--- src/design/llm_defs.svh ---
// ~~~~~~~~~~~~~~~~~~~~~~~~~~~~~~
// llm sizing defines
// page address width, page count, packet length limit
// ~~~~~~~~~~~~~~~~~~~~~~~~~~~~~~
`ifndef LLM_DEFS_SVH
`define LLM_DEFS_SVH

// width of a page number
`define LLM_PAGE_BITS 4

// pages in the buffer, one per page number
`define LLM_PAGES 16

// longest packet, in pages
`define LLM_MAX_LEN 8

`endif
--- src/design/llm_pkg.sv ---
// ~~~~~~~~~~~~~~~~~~~~~~~~~~~~~~
// llm types
// page, link, length, count and FSM state types
// ~~~~~~~~~~~~~~~~~~~~~~~~~~~~~~
`include "llm_defs.svh"

package llm_pkg;

  typedef logic [`LLM_PAGE_BITS-1:0] page_t;

  // stop bit on top, next page below
  typedef logic [`LLM_PAGE_BITS:0] link_t;

  typedef logic [$clog2(`LLM_MAX_LEN+1)-1:0] len_t;    // 1..max legal
  typedef logic [$clog2(`LLM_PAGES+1)-1:0] count_t;    // 0..pages

  typedef enum logic [2:0] {
    build_idle,
    build_request,
    build_wait_reply,
    build_link,
    build_send
  } build_state_t;

  typedef enum logic [1:0] {read_idle, read_fetch, read_present} read_state_t;

endpackage

--- src/design/llm_if.sv ---
// ~~~~~~~~~~~~~~~~~~~~~~~~~~~~~~
// llm bus interfaces
// page request/reply and link write
// ~~~~~~~~~~~~~~~~~~~~~~~~~~~~~~

// request a page, then take the reply
interface llm_page_req_if;
  logic           par_srdy;
  logic           par_drdy;
  logic           parr_srdy;
  logic           parr_drdy;
  llm_pkg::page_t parr_page;

  modport requester (output par_srdy, input par_drdy,
                     input parr_srdy, output parr_drdy, input parr_page);

  modport allocator (input par_srdy, output par_drdy,
                     output parr_srdy, input parr_drdy, output parr_page);
endinterface

// write one next-page entry
interface llm_link_if;
  logic           lnp_srdy;
  logic           lnp_drdy;
  llm_pkg::page_t lnp_page;   // entry being written
  llm_pkg::link_t lnp_next;   // stop bit and successor

  modport writer (output lnp_srdy, input lnp_drdy, output lnp_page, output lnp_next);

  modport tbl (input lnp_srdy, output lnp_drdy, input lnp_page, input lnp_next);
endinterface

--- src/design/llm_top.sv ---
// ~~~~~~~~~~~~~~~~~~~~~~~~~~~~~~
// llm top
// page manager: free list, links, builder, reader
// ~~~~~~~~~~~~~~~~~~~~~~~~~~~~~~

module llm_top
  (
   input                   clk,
   input                   reset,

   // packet in
   input                   pkt_srdy,
   output logic            pkt_drdy,
   input  llm_pkg::len_t   pkt_len,

   // pages out
   output logic            out_srdy,
   input                   out_drdy,
   output llm_pkg::page_t  out_page,
   output logic            out_last,

   output llm_pkg::count_t free_count
   );

  llm_page_req_if page_req ();
  llm_link_if     link_bus ();

  logic           head_srdy;
  logic           head_drdy;
  llm_pkg::page_t head_page;
  llm_pkg::page_t rd_page;
  llm_pkg::link_t rd_link;
  logic           free_stb;
  llm_pkg::page_t free_page;

  llm_free_list free_list_i
    (.clk        (clk),
     .reset      (reset),
     .req        (page_req.allocator),
     .free_stb   (free_stb),
     .free_page  (free_page),
     .free_count (free_count));

  llm_link_table link_table_i
    (.clk     (clk),
     .link    (link_bus.tbl),
     .rd_page (rd_page),
     .rd_link (rd_link));

  llm_chain_builder chain_builder_i
    (.clk       (clk),
     .reset     (reset),
     .pkt_srdy  (pkt_srdy),
     .pkt_drdy  (pkt_drdy),
     .pkt_len   (pkt_len),
     .req       (page_req.requester),
     .link      (link_bus.writer),
     .head_srdy (head_srdy),
     .head_drdy (head_drdy),
     .head_page (head_page));

  llm_chain_reader chain_reader_i
    (.clk       (clk),
     .reset     (reset),
     .head_srdy (head_srdy),
     .head_drdy (head_drdy),
     .head_page (head_page),
     .rd_page   (rd_page),
     .rd_link   (rd_link),
     .out_srdy  (out_srdy),
     .out_drdy  (out_drdy),
     .out_page  (out_page),
     .out_last  (out_last),
     .free_stb  (free_stb),
     .free_page (free_page));

endmodule

--- src/design/llm_chain_reader.sv ---
// ~~~~~~~~~~~~~~~~~~~~~~~~~~~~~~
// llm chain reader
// walks a chain, outputs and frees its pages
// ~~~~~~~~~~~~~~~~~~~~~~~~~~~~~~
`include "llm_defs.svh"

module llm_chain_reader
  (
   input                  clk,
   input                  reset,

   input                  head_srdy,
   output logic           head_drdy,
   input  llm_pkg::page_t head_page,

   // link table lookup
   output llm_pkg::page_t rd_page,
   input  llm_pkg::link_t rd_link,

   output logic           out_srdy,
   input                  out_drdy,
   output llm_pkg::page_t out_page,
   output logic           out_last,

   output logic           free_stb,
   output llm_pkg::page_t free_page
   );

  llm_pkg::read_state_t state;
  llm_pkg::page_t       cur;
  logic                 stop;
  logic                 out_xfer;

  assign stop     = rd_link[`LLM_PAGE_BITS];
  assign out_xfer = out_srdy && out_drdy;

  assign head_drdy = (state == llm_pkg::read_idle);
  assign rd_page   = cur;   // held through present, so rd_link stays put

  assign out_srdy = (state == llm_pkg::read_present);
  assign out_page = cur;
  assign out_last = stop;

  // page goes back as it leaves
  assign free_stb  = out_xfer;
  assign free_page = cur;

  always_ff @(posedge clk)
  begin
    if (reset)
      state <= llm_pkg::read_idle;
    else
    begin
      case (state)
        llm_pkg::read_idle:
          if (head_srdy)
          begin
            cur   <= head_page;
            state <= llm_pkg::read_fetch;
          end
        llm_pkg::read_fetch:
          state <= llm_pkg::read_present;   // link valid next cycle
        llm_pkg::read_present:
          if (out_xfer)
          begin
            if (stop)
              state <= llm_pkg::read_idle;
            else
            begin
              cur   <= rd_link[`LLM_PAGE_BITS-1:0];
              state <= llm_pkg::read_fetch;
            end
          end
        default:
          state <= llm_pkg::read_idle;
      endcase
    end
  end

endmodule

--- src/design/llm_chain_builder.sv ---
// ~~~~~~~~~~~~~~~~~~~~~~~~~~~~~~
// llm chain builder
// allocates and links the pages of a packet
// ~~~~~~~~~~~~~~~~~~~~~~~~~~~~~~

module llm_chain_builder
  (
   input                   clk,
   input                   reset,

   input                   pkt_srdy,
   output logic            pkt_drdy,
   input  llm_pkg::len_t   pkt_len,

   llm_page_req_if.requester req,
   llm_link_if.writer      link,

   output logic            head_srdy,
   input                   head_drdy,
   output llm_pkg::page_t  head_page
   );

  llm_pkg::build_state_t state;
  llm_pkg::len_t         len_left;   // pages still to allocate
  llm_pkg::page_t        cur;        // newest page
  llm_pkg::page_t        prev;       // page before it
  llm_pkg::page_t        head;
  logic                  first;
  logic                  fwd_pend;   // prev -> cur not yet written

  assign pkt_drdy      = (state == llm_pkg::build_idle);
  assign req.par_srdy  = (state == llm_pkg::build_request);
  assign req.parr_drdy = (state == llm_pkg::build_wait_reply);
  assign link.lnp_srdy = (state == llm_pkg::build_link);
  assign head_srdy     = (state == llm_pkg::build_send);
  assign head_page     = head;

  // forward link first, then the self link with stop set
  assign link.lnp_page = fwd_pend ? prev : cur;
  assign link.lnp_next = fwd_pend ? {1'b0, cur} : {1'b1, cur};

  always_ff @(posedge clk)
  begin
    if (reset)
    begin
      state    <= llm_pkg::build_idle;
      first    <= 1'b0;
      fwd_pend <= 1'b0;
    end
    else
    begin
      case (state)
        llm_pkg::build_idle:
          if (pkt_srdy)
          begin
            len_left <= pkt_len;
            first    <= 1'b1;
            state    <= llm_pkg::build_request;
          end
        llm_pkg::build_request:
          if (req.par_drdy)
            state <= llm_pkg::build_wait_reply;
        llm_pkg::build_wait_reply:
          if (req.parr_srdy)
          begin
            cur      <= req.parr_page;
            prev     <= cur;
            len_left <= len_left - 1'b1;
            first    <= 1'b0;
            if (first)
            begin
              head <= req.parr_page;
              // lone first page still needs its stop link
              state <= (len_left == 1) ? llm_pkg::build_link : llm_pkg::build_request;
            end
            else
            begin
              fwd_pend <= 1'b1;
              state    <= llm_pkg::build_link;
            end
          end
        llm_pkg::build_link:
          if (link.lnp_drdy)
          begin
            fwd_pend <= 1'b0;
            if (fwd_pend && len_left != 0)
              state <= llm_pkg::build_request;
            else if (!fwd_pend)
              state <= llm_pkg::build_send;   // stop link done
          end
        llm_pkg::build_send:
          if (head_drdy)
            state <= llm_pkg::build_idle;   // chain handed to reader
        default:
          state <= llm_pkg::build_idle;
      endcase
    end
  end

endmodule

--- src/design/llm_link_table.sv ---
// ~~~~~~~~~~~~~~~~~~~~~~~~~~~~~~
// llm link table
// next-page memory, one write port, registered read
// ~~~~~~~~~~~~~~~~~~~~~~~~~~~~~~
`include "llm_defs.svh"

module llm_link_table
  (
   input                  clk,
   llm_link_if.tbl        link,
   input  llm_pkg::page_t rd_page,
   output llm_pkg::link_t rd_link
   );

  llm_pkg::link_t link_mem [`LLM_PAGES];
  llm_pkg::page_t rd_addr;

  // writes never stall
  assign link.lnp_drdy = 1'b1;

  always_ff @(posedge clk)
  begin
    if (link.lnp_srdy && link.lnp_drdy)
      link_mem[link.lnp_page] <= link.lnp_next;
  end

  // address captured here, data out the next cycle
  always_ff @(posedge clk)
  begin
    rd_addr <= rd_page;
  end

  // a write and a read of one entry in the same cycle
  // shows the new link
  assign rd_link = link_mem[rd_addr];

endmodule

--- src/design/llm_free_list.sv ---
// ~~~~~~~~~~~~~~~~~~~~~~~~~~~~~~
// llm free list
// fresh pages first, then recycled pages in FIFO order
// ~~~~~~~~~~~~~~~~~~~~~~~~~~~~~~
`include "llm_defs.svh"

module llm_free_list
  (
   input                   clk,
   input                   reset,
   llm_page_req_if.allocator req,
   input                   free_stb,
   input  llm_pkg::page_t  free_page,
   output llm_pkg::count_t free_count
   );

  llm_pkg::page_t  fifo_mem [`LLM_PAGES];
  llm_pkg::page_t  wr_ptr;
  llm_pkg::page_t  rd_ptr;
  llm_pkg::count_t fifo_cnt;
  llm_pkg::count_t fresh_used;   // pages handed out from the counter
  logic            pending;      // request taken, reply owed
  logic            fresh_left;
  logic            avail;
  logic            reply_xfer;
  logic            pop_fifo;

  assign fresh_left = (fresh_used != llm_pkg::count_t'(`LLM_PAGES));
  assign avail      = fresh_left || (fifo_cnt != '0);
  assign reply_xfer = req.parr_srdy && req.parr_drdy;
  assign pop_fifo   = reply_xfer && !fresh_left;

  // one request in flight at a time
  assign req.par_drdy  = !pending;
  assign req.parr_srdy = pending && avail;   // held low while empty
  assign req.parr_page = fresh_left ? fresh_used[`LLM_PAGE_BITS-1:0] : fifo_mem[rd_ptr];

  assign free_count = llm_pkg::count_t'(`LLM_PAGES) - fresh_used + fifo_cnt;

  always_ff @(posedge clk)
  begin
    if (reset)
    begin
      pending    <= 1'b0;
      fresh_used <= '0;
      fifo_cnt   <= '0;
      wr_ptr     <= '0;
      rd_ptr     <= '0;
    end
    else
    begin
      if (req.par_srdy && req.par_drdy)
        pending <= 1'b1;
      else if (reply_xfer)
        pending <= 1'b0;

      if (reply_xfer && fresh_left)
        fresh_used <= fresh_used + 1'b1;

      if (pop_fifo)
        rd_ptr <= rd_ptr + 1'b1;
      if (free_stb)
        wr_ptr <= wr_ptr + 1'b1;   // wraps with the page count

      fifo_cnt <= fifo_cnt + llm_pkg::count_t'(free_stb) - llm_pkg::count_t'(pop_fifo);
    end
  end

  // returned pages, readable the cycle after the strobe
  always_ff @(posedge clk)
  begin
    if (free_stb)
      fifo_mem[wr_ptr] <= free_page;
  end

endmodule

--- config.mk ---
export PLATFORM = sky130hd
export DESIGN_NAME = llm_top
export DESIGN_NICKNAME = d
export VERILOG_FILES = /design/src/design/llm_pkg.sv /design/src/design/llm_if.sv /design/src/design/llm_top.sv /design/src/design/llm_chain_reader.sv /design/src/design/llm_chain_builder.sv /design/src/design/llm_link_table.sv /design/src/design/llm_free_list.sv
export VERILOG_INCLUDE_DIRS = /design/src /design/src/design
export SDC_FILE = /design/constraint.sdc
export NUM_CORES = 1
export LEC_CHECK = 0
export BUFFER_PORTS_ARGS = -buffer_cell sky130_fd_sc_hd__buf_4
export CORE_MARGIN = 2
export CORE_UTILIZATION = 50
export CTS_BUF_LIST = sky130_fd_sc_hd__clkbuf_4 sky130_fd_sc_hd__clkbuf_8
export DETAILED_ROUTE_END_ITERATION = 6
export PLACE_DENSITY = 0.63
export SLEW_MARGIN = 10
export SYNTH_ARGS = -nofsm -noshare
export SYNTH_HDL_FRONTEND = slang
export SYNTH_SLANG_ARGS = --single-unit
--- constraint.sdc ---
create_clock -name clk -period 2.7 [get_ports clk]
set_input_delay 0.675 -clock clk [delete_from_list [all_inputs] [get_ports clk]]
set_output_delay 0.675 -clock clk [all_outputs]
set_load 0.005 [all_outputs]
==> results of run 1 <==
-- report_power, final --
part           internal [mW]  switching [mW]  total (mW)
Combinational          0.171           0.209       0.380
Sequential              3.33          0.0478        3.38
Clock                  0.756            1.07        1.83
-- critical path: stages, from the launching register on --
cell and delay, ns:
dfxtp_4 0.42, mux4_2 0.52, mux4_2 0.49, buf_6 0.13
-- cells by family after synthesis --
logic type | synth area share, %
flops | 66.2
simple gates | 9.67
mux | 11.0
compound gates | 4.64
buf+inv | 2.79
fa+ha+maj | 3.72
xor+xnor | 1.97
-- area by class of cell --
type	count	share of cell area (%)
Clock buffer	17	2.48
Clock inverter	15	1.53
Inverter	25	1.02
Multi-Input combinational cell	320	28.6
Sequential cell	198	59.6
Tap cell	220	2.92
Timing Repair Buffer	48	3.86
-- state kept, by name, summed over array words and instances, names as in the netlist, named ones only --
| register | cells |
|---|---|
| free_list_i.fifo_mem | 64 |
| link_table_i.link_mem | 80 |
| chain_reader_i.free_page | 4 |
| chain_builder_i.state | 3 |
| chain_reader_i.state | 2 |
| free_list_i.pending | 1 |
| free_list_i.fifo_cnt | 5 |
| chain_builder_i.prev | 4 |
| free_list_i.wr_ptr | 4 |
| chain_builder_i.len_left | 4 |
| chain_builder_i.first | 1 |
| chain_builder_i.cur | 4 |
| chain_builder_i.head_page | 4 |
| free_list_i.rd_ptr | 4 |
| chain_builder_i.fwd_pend | 1 |
| free_list_i.fresh_used | 5 |
-- per-layer routing --
metal / global-route usage (%) / part of all wire, % / vias up / wire length, um
met5: 0 / 0 / - / 0
met4: 6.14 / 1.5 / 0 / 255
met3: 3.63 / 3.1 / 19 / 514
met2: 32.5 / 51 / 76 / 8480
met1: 25.2 / 44 / 2348 / 7340
li1: - / - / 2221 / -
-- per-stage QoR --
step	cells	hold WS [ns]	util [%]	setup WS, ns	setup TNS [ns]
floorplan	570	0.481	-	0.254	0
global placement	804	0.498	53.7	0.225	0
detailed placement	804	0.502	53.7	0.153	0
CTS	839	0.457	56.3	-0.0280	-0.0280
global route	843	0.471	56.9	-0.0533	-0.0576
finish	843	0.483	56.9	0.00206	0
-- timing repair --
action,in CTS,in global routing
hold endpoints to repair,0,0
resized for setup,13,11
endpoints found under the setup margin,4,5
pin swaps,0,6
buffers inserted,3,4
-- layout by cell type, fill, tap and decap left out, types with 3 or more instances in the layout --
master | netlist | layout
edfxtp_1 | 164 | 164
nor2_1 | 62 | 62
buf_4 | 3 | 47
mux2i_1 | 39 | 39
nand2_1 | 30 | 30
dfxtp_1 | 34 | 26
mux4_2 | 23 | 23
inv_1 | 23 | 21
clkbuf_8 | 0 | 17
ha_1 | 22 | 16
nor3_1 | 15 | 15
xnor2_1 | 13 | 13
a21oi_1 | 14 | 12
a22oi_1 | 10 | 10
nand4_1 | 10 | 10
nand3_1 | 7 | 7
nand2b_1 | 6 | 6
xor2_1 | 6 | 6
dfxtp_2 | 0 | 6
inv_6 | 0 | 6
nor2b_1 | 6 | 5
o21ai_0 | 5 | 5
a21o_1 | 5 | 5
or3_1 | 4 | 4
o211ai_1 | 4 | 4
ha_4 | 0 | 4
inv_2 | 2 | 3
a32oi_1 | 3 | 3
-- final timing paths --
kind                                       to  slack, ns
setup reg to reg      free_list_i.fifo_cnt[4]       0.16
hold / removal    chain_builder_i.len_left[1]       0.48
hold reg to reg                     flip-flop       0.52
setup / recovery                     out_last      0.002
==> run summary, run 1 <==
RSZ-0062 raised after global routing: yes
Placed cell area: 8910 sq um
Post-synth ARST share: 0%
Antenna Violating Nets Remaining: 0
Core Region: 16,600 sq um
Clk buf depth: 2
Power consumption: 5.58 mW
Ys flop type: edfxtp_1
Outcome: complete, no violations
RR Startpoint: free_list_i.fresh_used[0]
Most frequent cells after synthesis: edfxtp_1, nor2_1, mux2i_1, dfxtp_1, nand2_1
DRT Pass-1 Iters: 5
Initial antenna violation count: 0
Sequential cell area: 5620 sq um
Post-synthesis sequential area ratio: 66.2%
Crit path required time: 2.03 ns
CTS tree: built
Max_cap viols: 0
Avg Cell Area, Syn: 14.9 sq um
Synth-to-Final Area Change: 11.4%
Overall routing resource usage: 19.2%
Cell area after layout: 9430 sq um
WL final: 16,600 um
CTS H-tree lvls: 4
Hold Path Class: input pin to flip-flop
Area of the multi-input gates: 2700 sq um
Syn nets: 602
Row count: 47
Worst reg-to-reg path cell count: 12
Minimum clock period: 2.70 ns
Die width: 134 um
Fraction of layout cells with a size suffix above 1: 21.8%
First-pass GRT wire length: 25,800 um
Initial Util: 51.0%
Root Buffer: clkbuf_8
Synth area leader: edfxtp_1
Top post-synthesis cells by area: edfxtp_1, dfxtp_1, mux4_2
Die area: 18,000 sq um
Fin crit share: 99.9%
Hold depth: 3
Pin count of the biggest net entering global routing: 35
Power Density: 592 nW/um^2
Post-synth EDFFs: 164
Reg clk slew, reported paths: 0.10 ns
Via density: 5.53
CP startpoint kind: flip-flop
Final Hold Fails: 0
I/O pin count: 20
P_leak: 3.19 nW
CP max FO: 7
Fillers: 1,351
Worst Min Path Start: pkt_len[1]
CP arrival: 2.02 ns
DP HPWL: 11,500 um
Ys Warns: 0
Slew @ Worst Pin: 0.699 ns
Layout Skew: 0.00886 ns
Layout Nets: 642
Syn Std Cell Area: 8470 sq um
CP Capture Type: output pin
Share of the synthesized area in the top cell type: 58.2%
Cts hold-fix bufs: 0
N_diodes: 0
WS Path Type: flip-flop to output pin
Vias post-DR: 4,664
Vias in the first global route: 4,714
Die H: 134 um
Cells after Synth: 570
Slew Limit Headroom: 53.3%
CTS sink count: 198
Synthesized flop and latch total: 198
Worst skew pair latency: 0.46 ns
Iter 0 DRT Violations: 325
Num CTS Buffers: 17
Final setup violation count: 0
Global placer's final weighted congestion: 0.825
# DRC: 0
Worst ir drop on vdd: 0.344 mV
Max Clk Rate: 371 MHz
Count leader, synth: edfxtp_1
Post-synthesis cell type count: 58
Max Slew Vio Count: 0
GRT overflow: 0
Input/output buffers: 19
Routed len/inst: 19.7 um
No activity file was read; power rests on OpenSTA's default activity.
==> run 2, diff against run 1 <==
--- a/config.mk
+++ b/config.mk
@@ -11,7 +11,7 @@
 export CORE_UTILIZATION = 50
 export CTS_BUF_LIST = sky130_fd_sc_hd__clkbuf_4 sky130_fd_sc_hd__clkbuf_8
 export DETAILED_ROUTE_END_ITERATION = 6
-export PLACE_DENSITY = 0.63
+export PLACE_DENSITY = 0.7
 export SLEW_MARGIN = 10
 export SYNTH_ARGS = -nofsm -noshare
 export SYNTH_HDL_FRONTEND = slang
==> run summary, run 2 (same netlist as run 1, synthesis figures left out) <==
Layout Nets: 640 (-0.31%)
Die width: 134 um (unchanged)
Fillers: 1,299 (-3.8%)
DP HPWL: 11,500 um (-0.23%)
CP arrival: 2.05 ns (+0.03 ns)
Final setup violation count: 1 (+1)
Slowest stage delay, CP: 0.54 ns (+0.02 ns)
RSZ-0062 raised after global routing: yes
Num CTS Buffers: 17 (unchanged)
Clk buf depth: 2 (unchanged)
Max Slew Vio Count: 0 (unchanged)
N_diodes: 0 (unchanged)
Crit-path cells: mux4_2 -> mux4_2 -> buf_6
Top cell by count, worst path: mux4_2
CTS tree: built
Vias post-DR: 4,784 (+2.6%)
Root Buffer: clkbuf_8
Crit-path slowest cell: mux4_2
Vias in the first global route: 4,786 (+1.5%)
Sequential cell area: 5620 sq um (about the same)
Worst ir drop on vdd: 0.502 mV (+46%)
CP startpoint kind: flip-flop
Iter 0 DRT Violations: 480 (+48%)
Max_cap viols: 0 (unchanged)
Overall routing resource usage: 19.4% (+0.25 points)
Row count: 47 (unchanged)
Final Hold Fails: 0 (unchanged)
Commonest non-fill, non-tap cell in the layout: edfxtp_1
Via density: 5.69 (+2.8%)
Area of the multi-input gates: 2700 sq um (about the same)
Pin count of the biggest net entering global routing: 35 (unchanged)
WHS: 0.488 ns (+0.00495 ns)
Highest-count cells in the layout ignoring fill and taps: edfxtp_1, nor2_1, buf_4, mux2i_1, nand2_1
WS Path Type: flip-flop to output pin
Antenna Violating Nets Remaining: 0 (unchanged)
CP max FO: 6 (-1)
Max Clk Rate: 367 MHz (-0.92%)
First-pass GRT wire length: 26,000 um (+0.78%)
Layout Skew: 0.0145 ns (+0.00567 ns)
Slew @ Worst Pin: 0.821 ns (+0.121 ns)
CTS H-tree lvls: 4 (unchanged)
Worst skew pair latency: 0.48 ns (+0.02 ns)
Routed len/inst: 19.9 um (+1.3%)
Synth-to-Final Area Change: 11.1%
Outcome: finished with violations
DRT Pass-1 Iters: 5 (unchanged)
CP Capture Type: output pin
Power Density: 588 nW/um^2 (-0.66%)
Input/output buffers: 19 (unchanged)
CP top delay family: multiplexers
WL final: 16,800 um (+1.0%)
I/O pin count: 20 (unchanged)
WP buf/inv: 1 (unchanged)
GRT overflow: 0 (unchanged)
Failing checks: setup timing
P_leak: 3.17 nW (-0.76%)
Power consumption: 5.53 mW (-0.89%)
Cts hold-fix bufs: 0 (unchanged)
Fraction of layout cells with a size suffix above 1: 21.6% (-0.25 points)
Die H: 134 um (unchanged)
Core Region: 16,600 sq um (unchanged)
Die area: 18,000 sq um (unchanged)
Reg clk slew, reported paths: 0.10 ns (about the same)
Setup WS pre-CTS: 0.229 ns (+0.0759 ns)
Top Registers: link_table_i.link_mem: 80 flops, free_list_i.fifo_mem: 64 flops
Crit path required time: 2.03 ns (about the same)
Most flop-heavy register: link_table_i.link_mem
# DRC: 0 (unchanged)
Minimum clock period: 2.72 ns (+0.0251 ns)
Max reg flops: 80 (unchanged)
Fin crit share: 101% (+0.93 points)
CTS sink count: 198 (unchanged)
Initial antenna violation count: 0 (unchanged)
Slew Limit Headroom: 45.3% (-8.0 points)
Global placer's final weighted congestion: 0.817 (-1.0%)
Hold Path Class: input pin to flip-flop
Setup WS post-layout: -0.0230 ns (-0.0251 ns)
Initial Util: 51.0% (unchanged)
run 2: timing repair:
item,in CTS,in global routing
resized for setup,14,10
setup buffers,5,3
setup endpoints to repair,4,5
pin swaps,2,4
run 2: final cells by class:
cell class / count / area share [%]
clock inverter: 15 / 1.42
tap: 220 / 2.93
timing repair buffer: 46 / 3.71
inverter: 25 / 1.02
multi-input combinational: 320 / 28.7
sequential: 198 / 59.8
clock buffer: 17 / 2.49
run 2: where the power goes:
part | total [mW] | leakage, nW | internal, mW | switching, mW
Combinational | 0.363 | 1.24 | 0.163 | 0.200
Sequential | 3.39 | 1.75 | 3.33 | 0.0608
Clock | 1.78 | 0.183 | 0.674 | 1.11
Total | 5.53 | 3.17 | 4.16 | 1.37
run 2: final timing paths:
check,slack [ns],cells after the start,endpoint,start
hold / removal,0.49,3,chain_builder_i.len_left[3],pkt_len[3]
hold reg to reg,0.54,2,free_list_i.rd_ptr[3],free_list_i.rd_ptr[3]
setup / recovery,-0.02,3,out_last,flip-flop
setup reg to reg,0.24,12,free_list_i.fifo_cnt[4],free_list_i.fifo_cnt[3]
run 2: per-stage QoR:
stage                     instances  cell area (sq um)  TNS [ns]  util [%]
after floorplan                 570               8470         0         -
after global placement          801               8880         0      53.6
after detailed placement        801               8880         0      53.6
after CTS                       838               9340   -0.0296      56.3
after global routing            841               9410    -0.118      56.7
final                           841               9410   -0.0230      56.7
run 2: worst register-to-register path: cells and delay by family, from the launching register on:
| family | cells | cell delay (ns) |
|---|---|---|
| buffers and inverters | 2 | 0.16 |
| AND/OR/NAND/NOR | 4 | 0.66 |
| flip-flops | 1 | 0.36 |
| AO/OA/AOI/OAI | 2 | 0.24 |
| adder cells (fa/ha/maj) | 3 | 0.76 |
| XOR/XNOR | 1 | 0.16 |
run 2: routing by layer:
layer	GRT usage, %	vias to the layer above	wire [um]
li1	-	2229	-
met1	26.4	2395	7210
met2	31.7	141	8380
met3	4.72	19	900
met4	5.32	0	255
met5	0	-	0
==> run 3, diff against run 2 <==
--- a/config.mk
+++ b/config.mk
@@ -11,7 +11,8 @@
 export CORE_UTILIZATION = 50
 export CTS_BUF_LIST = sky130_fd_sc_hd__clkbuf_4 sky130_fd_sc_hd__clkbuf_8
 export DETAILED_ROUTE_END_ITERATION = 6
-export PLACE_DENSITY = 0.7
+export PLACE_DENSITY = 0.66
+export REMOVE_ABC_BUFFERS = 1
 export SLEW_MARGIN = 10
 export SYNTH_ARGS = -nofsm -noshare
 export SYNTH_HDL_FRONTEND = slang
==> run summary, run 3 (same netlist as run 1, synthesis figures left out) <==
First-pass GRT wire length: 25,800 um (-0.93%)
Reg clk slew, reported paths: 0.10 ns (about the same)
Setup WS pre-CTS: 0.262 ns (+0.0335 ns)
Outcome: finished with violations
Row count: 47 (unchanged)
Top Registers: link_table_i.link_mem: 80 flops, free_list_i.fifo_mem: 64 flops
Final core occ: 56.5% (-0.21 points)
Antenna Violating Nets Remaining: 0 (unchanged)
Worst reg-to-reg path cell count: 12 (unchanged)
Hold Path Class: input pin to flip-flop
Final setup violation count: 1 (unchanged)
Initial Util: 51.0% (unchanged)
Seq pwr share: 60.3% (-0.9 points)
Max Clk Rate: 369 MHz (+0.55%)
Global placer's final weighted congestion: 0.831 (+1.7%)
RSZ-0062 raised after global routing: yes
Vias in the first global route: 4,726 (-1.3%)
Slew @ Worst Pin: 0.710 ns (-0.111 ns)
# DRC: 0 (unchanged)
GRT overflow: 0 (unchanged)
Power consumption: 5.62 mW (+1.6%)
Num CTS Buffers: 17 (unchanged)
CTS H-tree lvls: 4 (unchanged)
Synth-to-Final Area Change: 10.7%
DRT Pass-1 Iters: 5 (unchanged)
Overall routing resource usage: 19.2% (-0.22 points)
Logic pwr share: 6.4% (-0.2 points)
Via density: 5.64 (-0.89%)
Max reg flops: 80 (unchanged)
Layout Nets: 635 (-0.78%)
Routed len/inst: 19.5 um (-2.2%)
Setup_tns: -0.00818 ns (+0.0148 ns)
Commonest non-fill, non-tap cell in the layout: edfxtp_1
Setup WS post-layout: -0.00818 ns (+0.0148 ns)
Max Slew Vio Count: 0 (unchanged)
Hold depth: 3 (unchanged)
I/O pin count: 20 (unchanged)
Highest-count cells in the layout ignoring fill and taps: edfxtp_1, nor2_1, mux2i_1, buf_4, nand2_1
Iter 0 DRT Violations: 384 (-20%)
Initial antenna violation count: 0 (unchanged)
CP arrival: 2.03 ns (-0.02 ns)
Fin crit share: 100% (-0.55 points)
Clk buf depth: 2 (unchanged)
Most flop-heavy register: link_table_i.link_mem
Slew Limit Headroom: 52.6% (+7.3 points)
Reg2Reg Setup Slack: 0.28 ns (+0.04 ns)
Root Buffer: clkbuf_8
Worst ir drop on vdd: 0.413 mV (-18%)
WS Path Type: flip-flop to output pin
Final Hold Fails: 0 (unchanged)
N_diodes: 0 (unchanged)
WL final: 16,300 um (-2.7%)
DP HPWL: 11,400 um (-1.2%)
Cts hold-fix bufs: 0 (unchanged)
Layout Skew: 0.0194 ns (+0.00491 ns)
Worst skew pair latency: 0.47 ns (about the same)
Power Density: 600 nW/um^2 (+2.0%)
Core Region: 16,600 sq um (unchanged)
Sw frac: 22.2% (-2.5 points)
P_leak: 3.16 nW (-0.42%)
Die width: 134 um (unchanged)
Clock share of power: 33.3% (+1.1 points)
Internal power: 4.37 mW (+5.0%)
Die H: 134 um (unchanged)
Input/output buffers: 19 (unchanged)
Minimum clock period: 2.71 ns (-0.0148 ns)
Net Switching: 1.25 mW (-8.8%)
Failing checks: setup timing
CP startpoint kind: flip-flop
Crit path required time: 2.03 ns (about the same)
CP max FO: 6 (unchanged)
Vias post-DR: 4,713 (-1.5%)
Pin count of the biggest net entering global routing: 35 (unchanged)
CTS sink count: 198 (unchanged)
Fraction of layout cells with a size suffix above 1: 20.3% (-1.3 points)
Max_cap viols: 0 (unchanged)
CTS tree: built
CP Capture Type: output pin
Die area: 18,000 sq um (unchanged)
-- run 3: cell count changes in the layout (fill, tap and decap cells not counted), moves of 3 or more --
cell	delta
buf_4	-6
clkbuf_4	+3
ha_4	-3
inv_6	-5
-- run 3: critical path, stage by stage, from the launching register on --
cell,delay (ns)
dfxtp_4,0.41
mux4_2,0.53
mux4_2,0.50
buf_6,0.13
-- run 3: path summary, 6_finish.rpt --
check | endpoint | from
max | out_last | flip-flop
min | chain_builder_i.len_left[3] | pkt_len[3]
max reg2reg | free_list_i.fifo_cnt[4] | free_list_i.fifo_cnt[2]
min reg2reg | chain_reader_i.free_page[0] | chain_builder_i.head_page[0]
-- run 3: area by class of cell --
class,count,area (sq um)
Timing Repair Buffer,41,324
Multi-Input combinational cell,320,2660
Inverter,25,93.8
Clock buffer,21,270
Tap cell,220,275
Sequential cell,198,5620
Fill cell,1332,7210
Clock inverter,11,126
-- run 3: through the flow --
stage / hold slack, ns / cells / instance area [sq um]
6_report: 0.500 / 836 / 9370
5_1_grt: 0.495 / 836 / 9370
4_1_cts: 0.473 / 834 / 9330
3_5_place_dp: 0.529 / 798 / 8870
3_3_place_gp: 0.504 / 798 / 8870
2_1_floorplan: 0.474 / 543 / 8320
-- run 3: timing repair --
| action | CTS | global route |
|---|---|---|
| pin swaps | 0 | 3 |
| gates resized for setup | 12 | 7 |
| buffers inserted | 4 | 2 |
| endpoints found under the setup margin | 4 | 5 |
-- run 3: power by group through the flow --
| stage | Sequential, mW | Combinational (mW) | Clock (mW) |
|---|---|---|---|
| after floorplan | 3.46 | 0.223 | 0 |
| after global placement | 3.46 | 0.348 | 0 |
| after detailed placement | 3.46 | 0.358 | 0 |
| after CTS | 3.39 | 0.362 | 1.90 |
| after global routing | 3.40 | 0.395 | 2.02 |
| final | 3.39 | 0.361 | 1.87 |
-- run 3: per-layer routing --
metal / track usage [%] / routed length [um] / vias up
met1: 25.6 / 7150 / 2366
met4: 6.32 / 269 / 0
met5: 0 / 0 / -
met2: 31.5 / 8180 / 110
li1: - / - / 2213
met3: 4.54 / 686 / 24
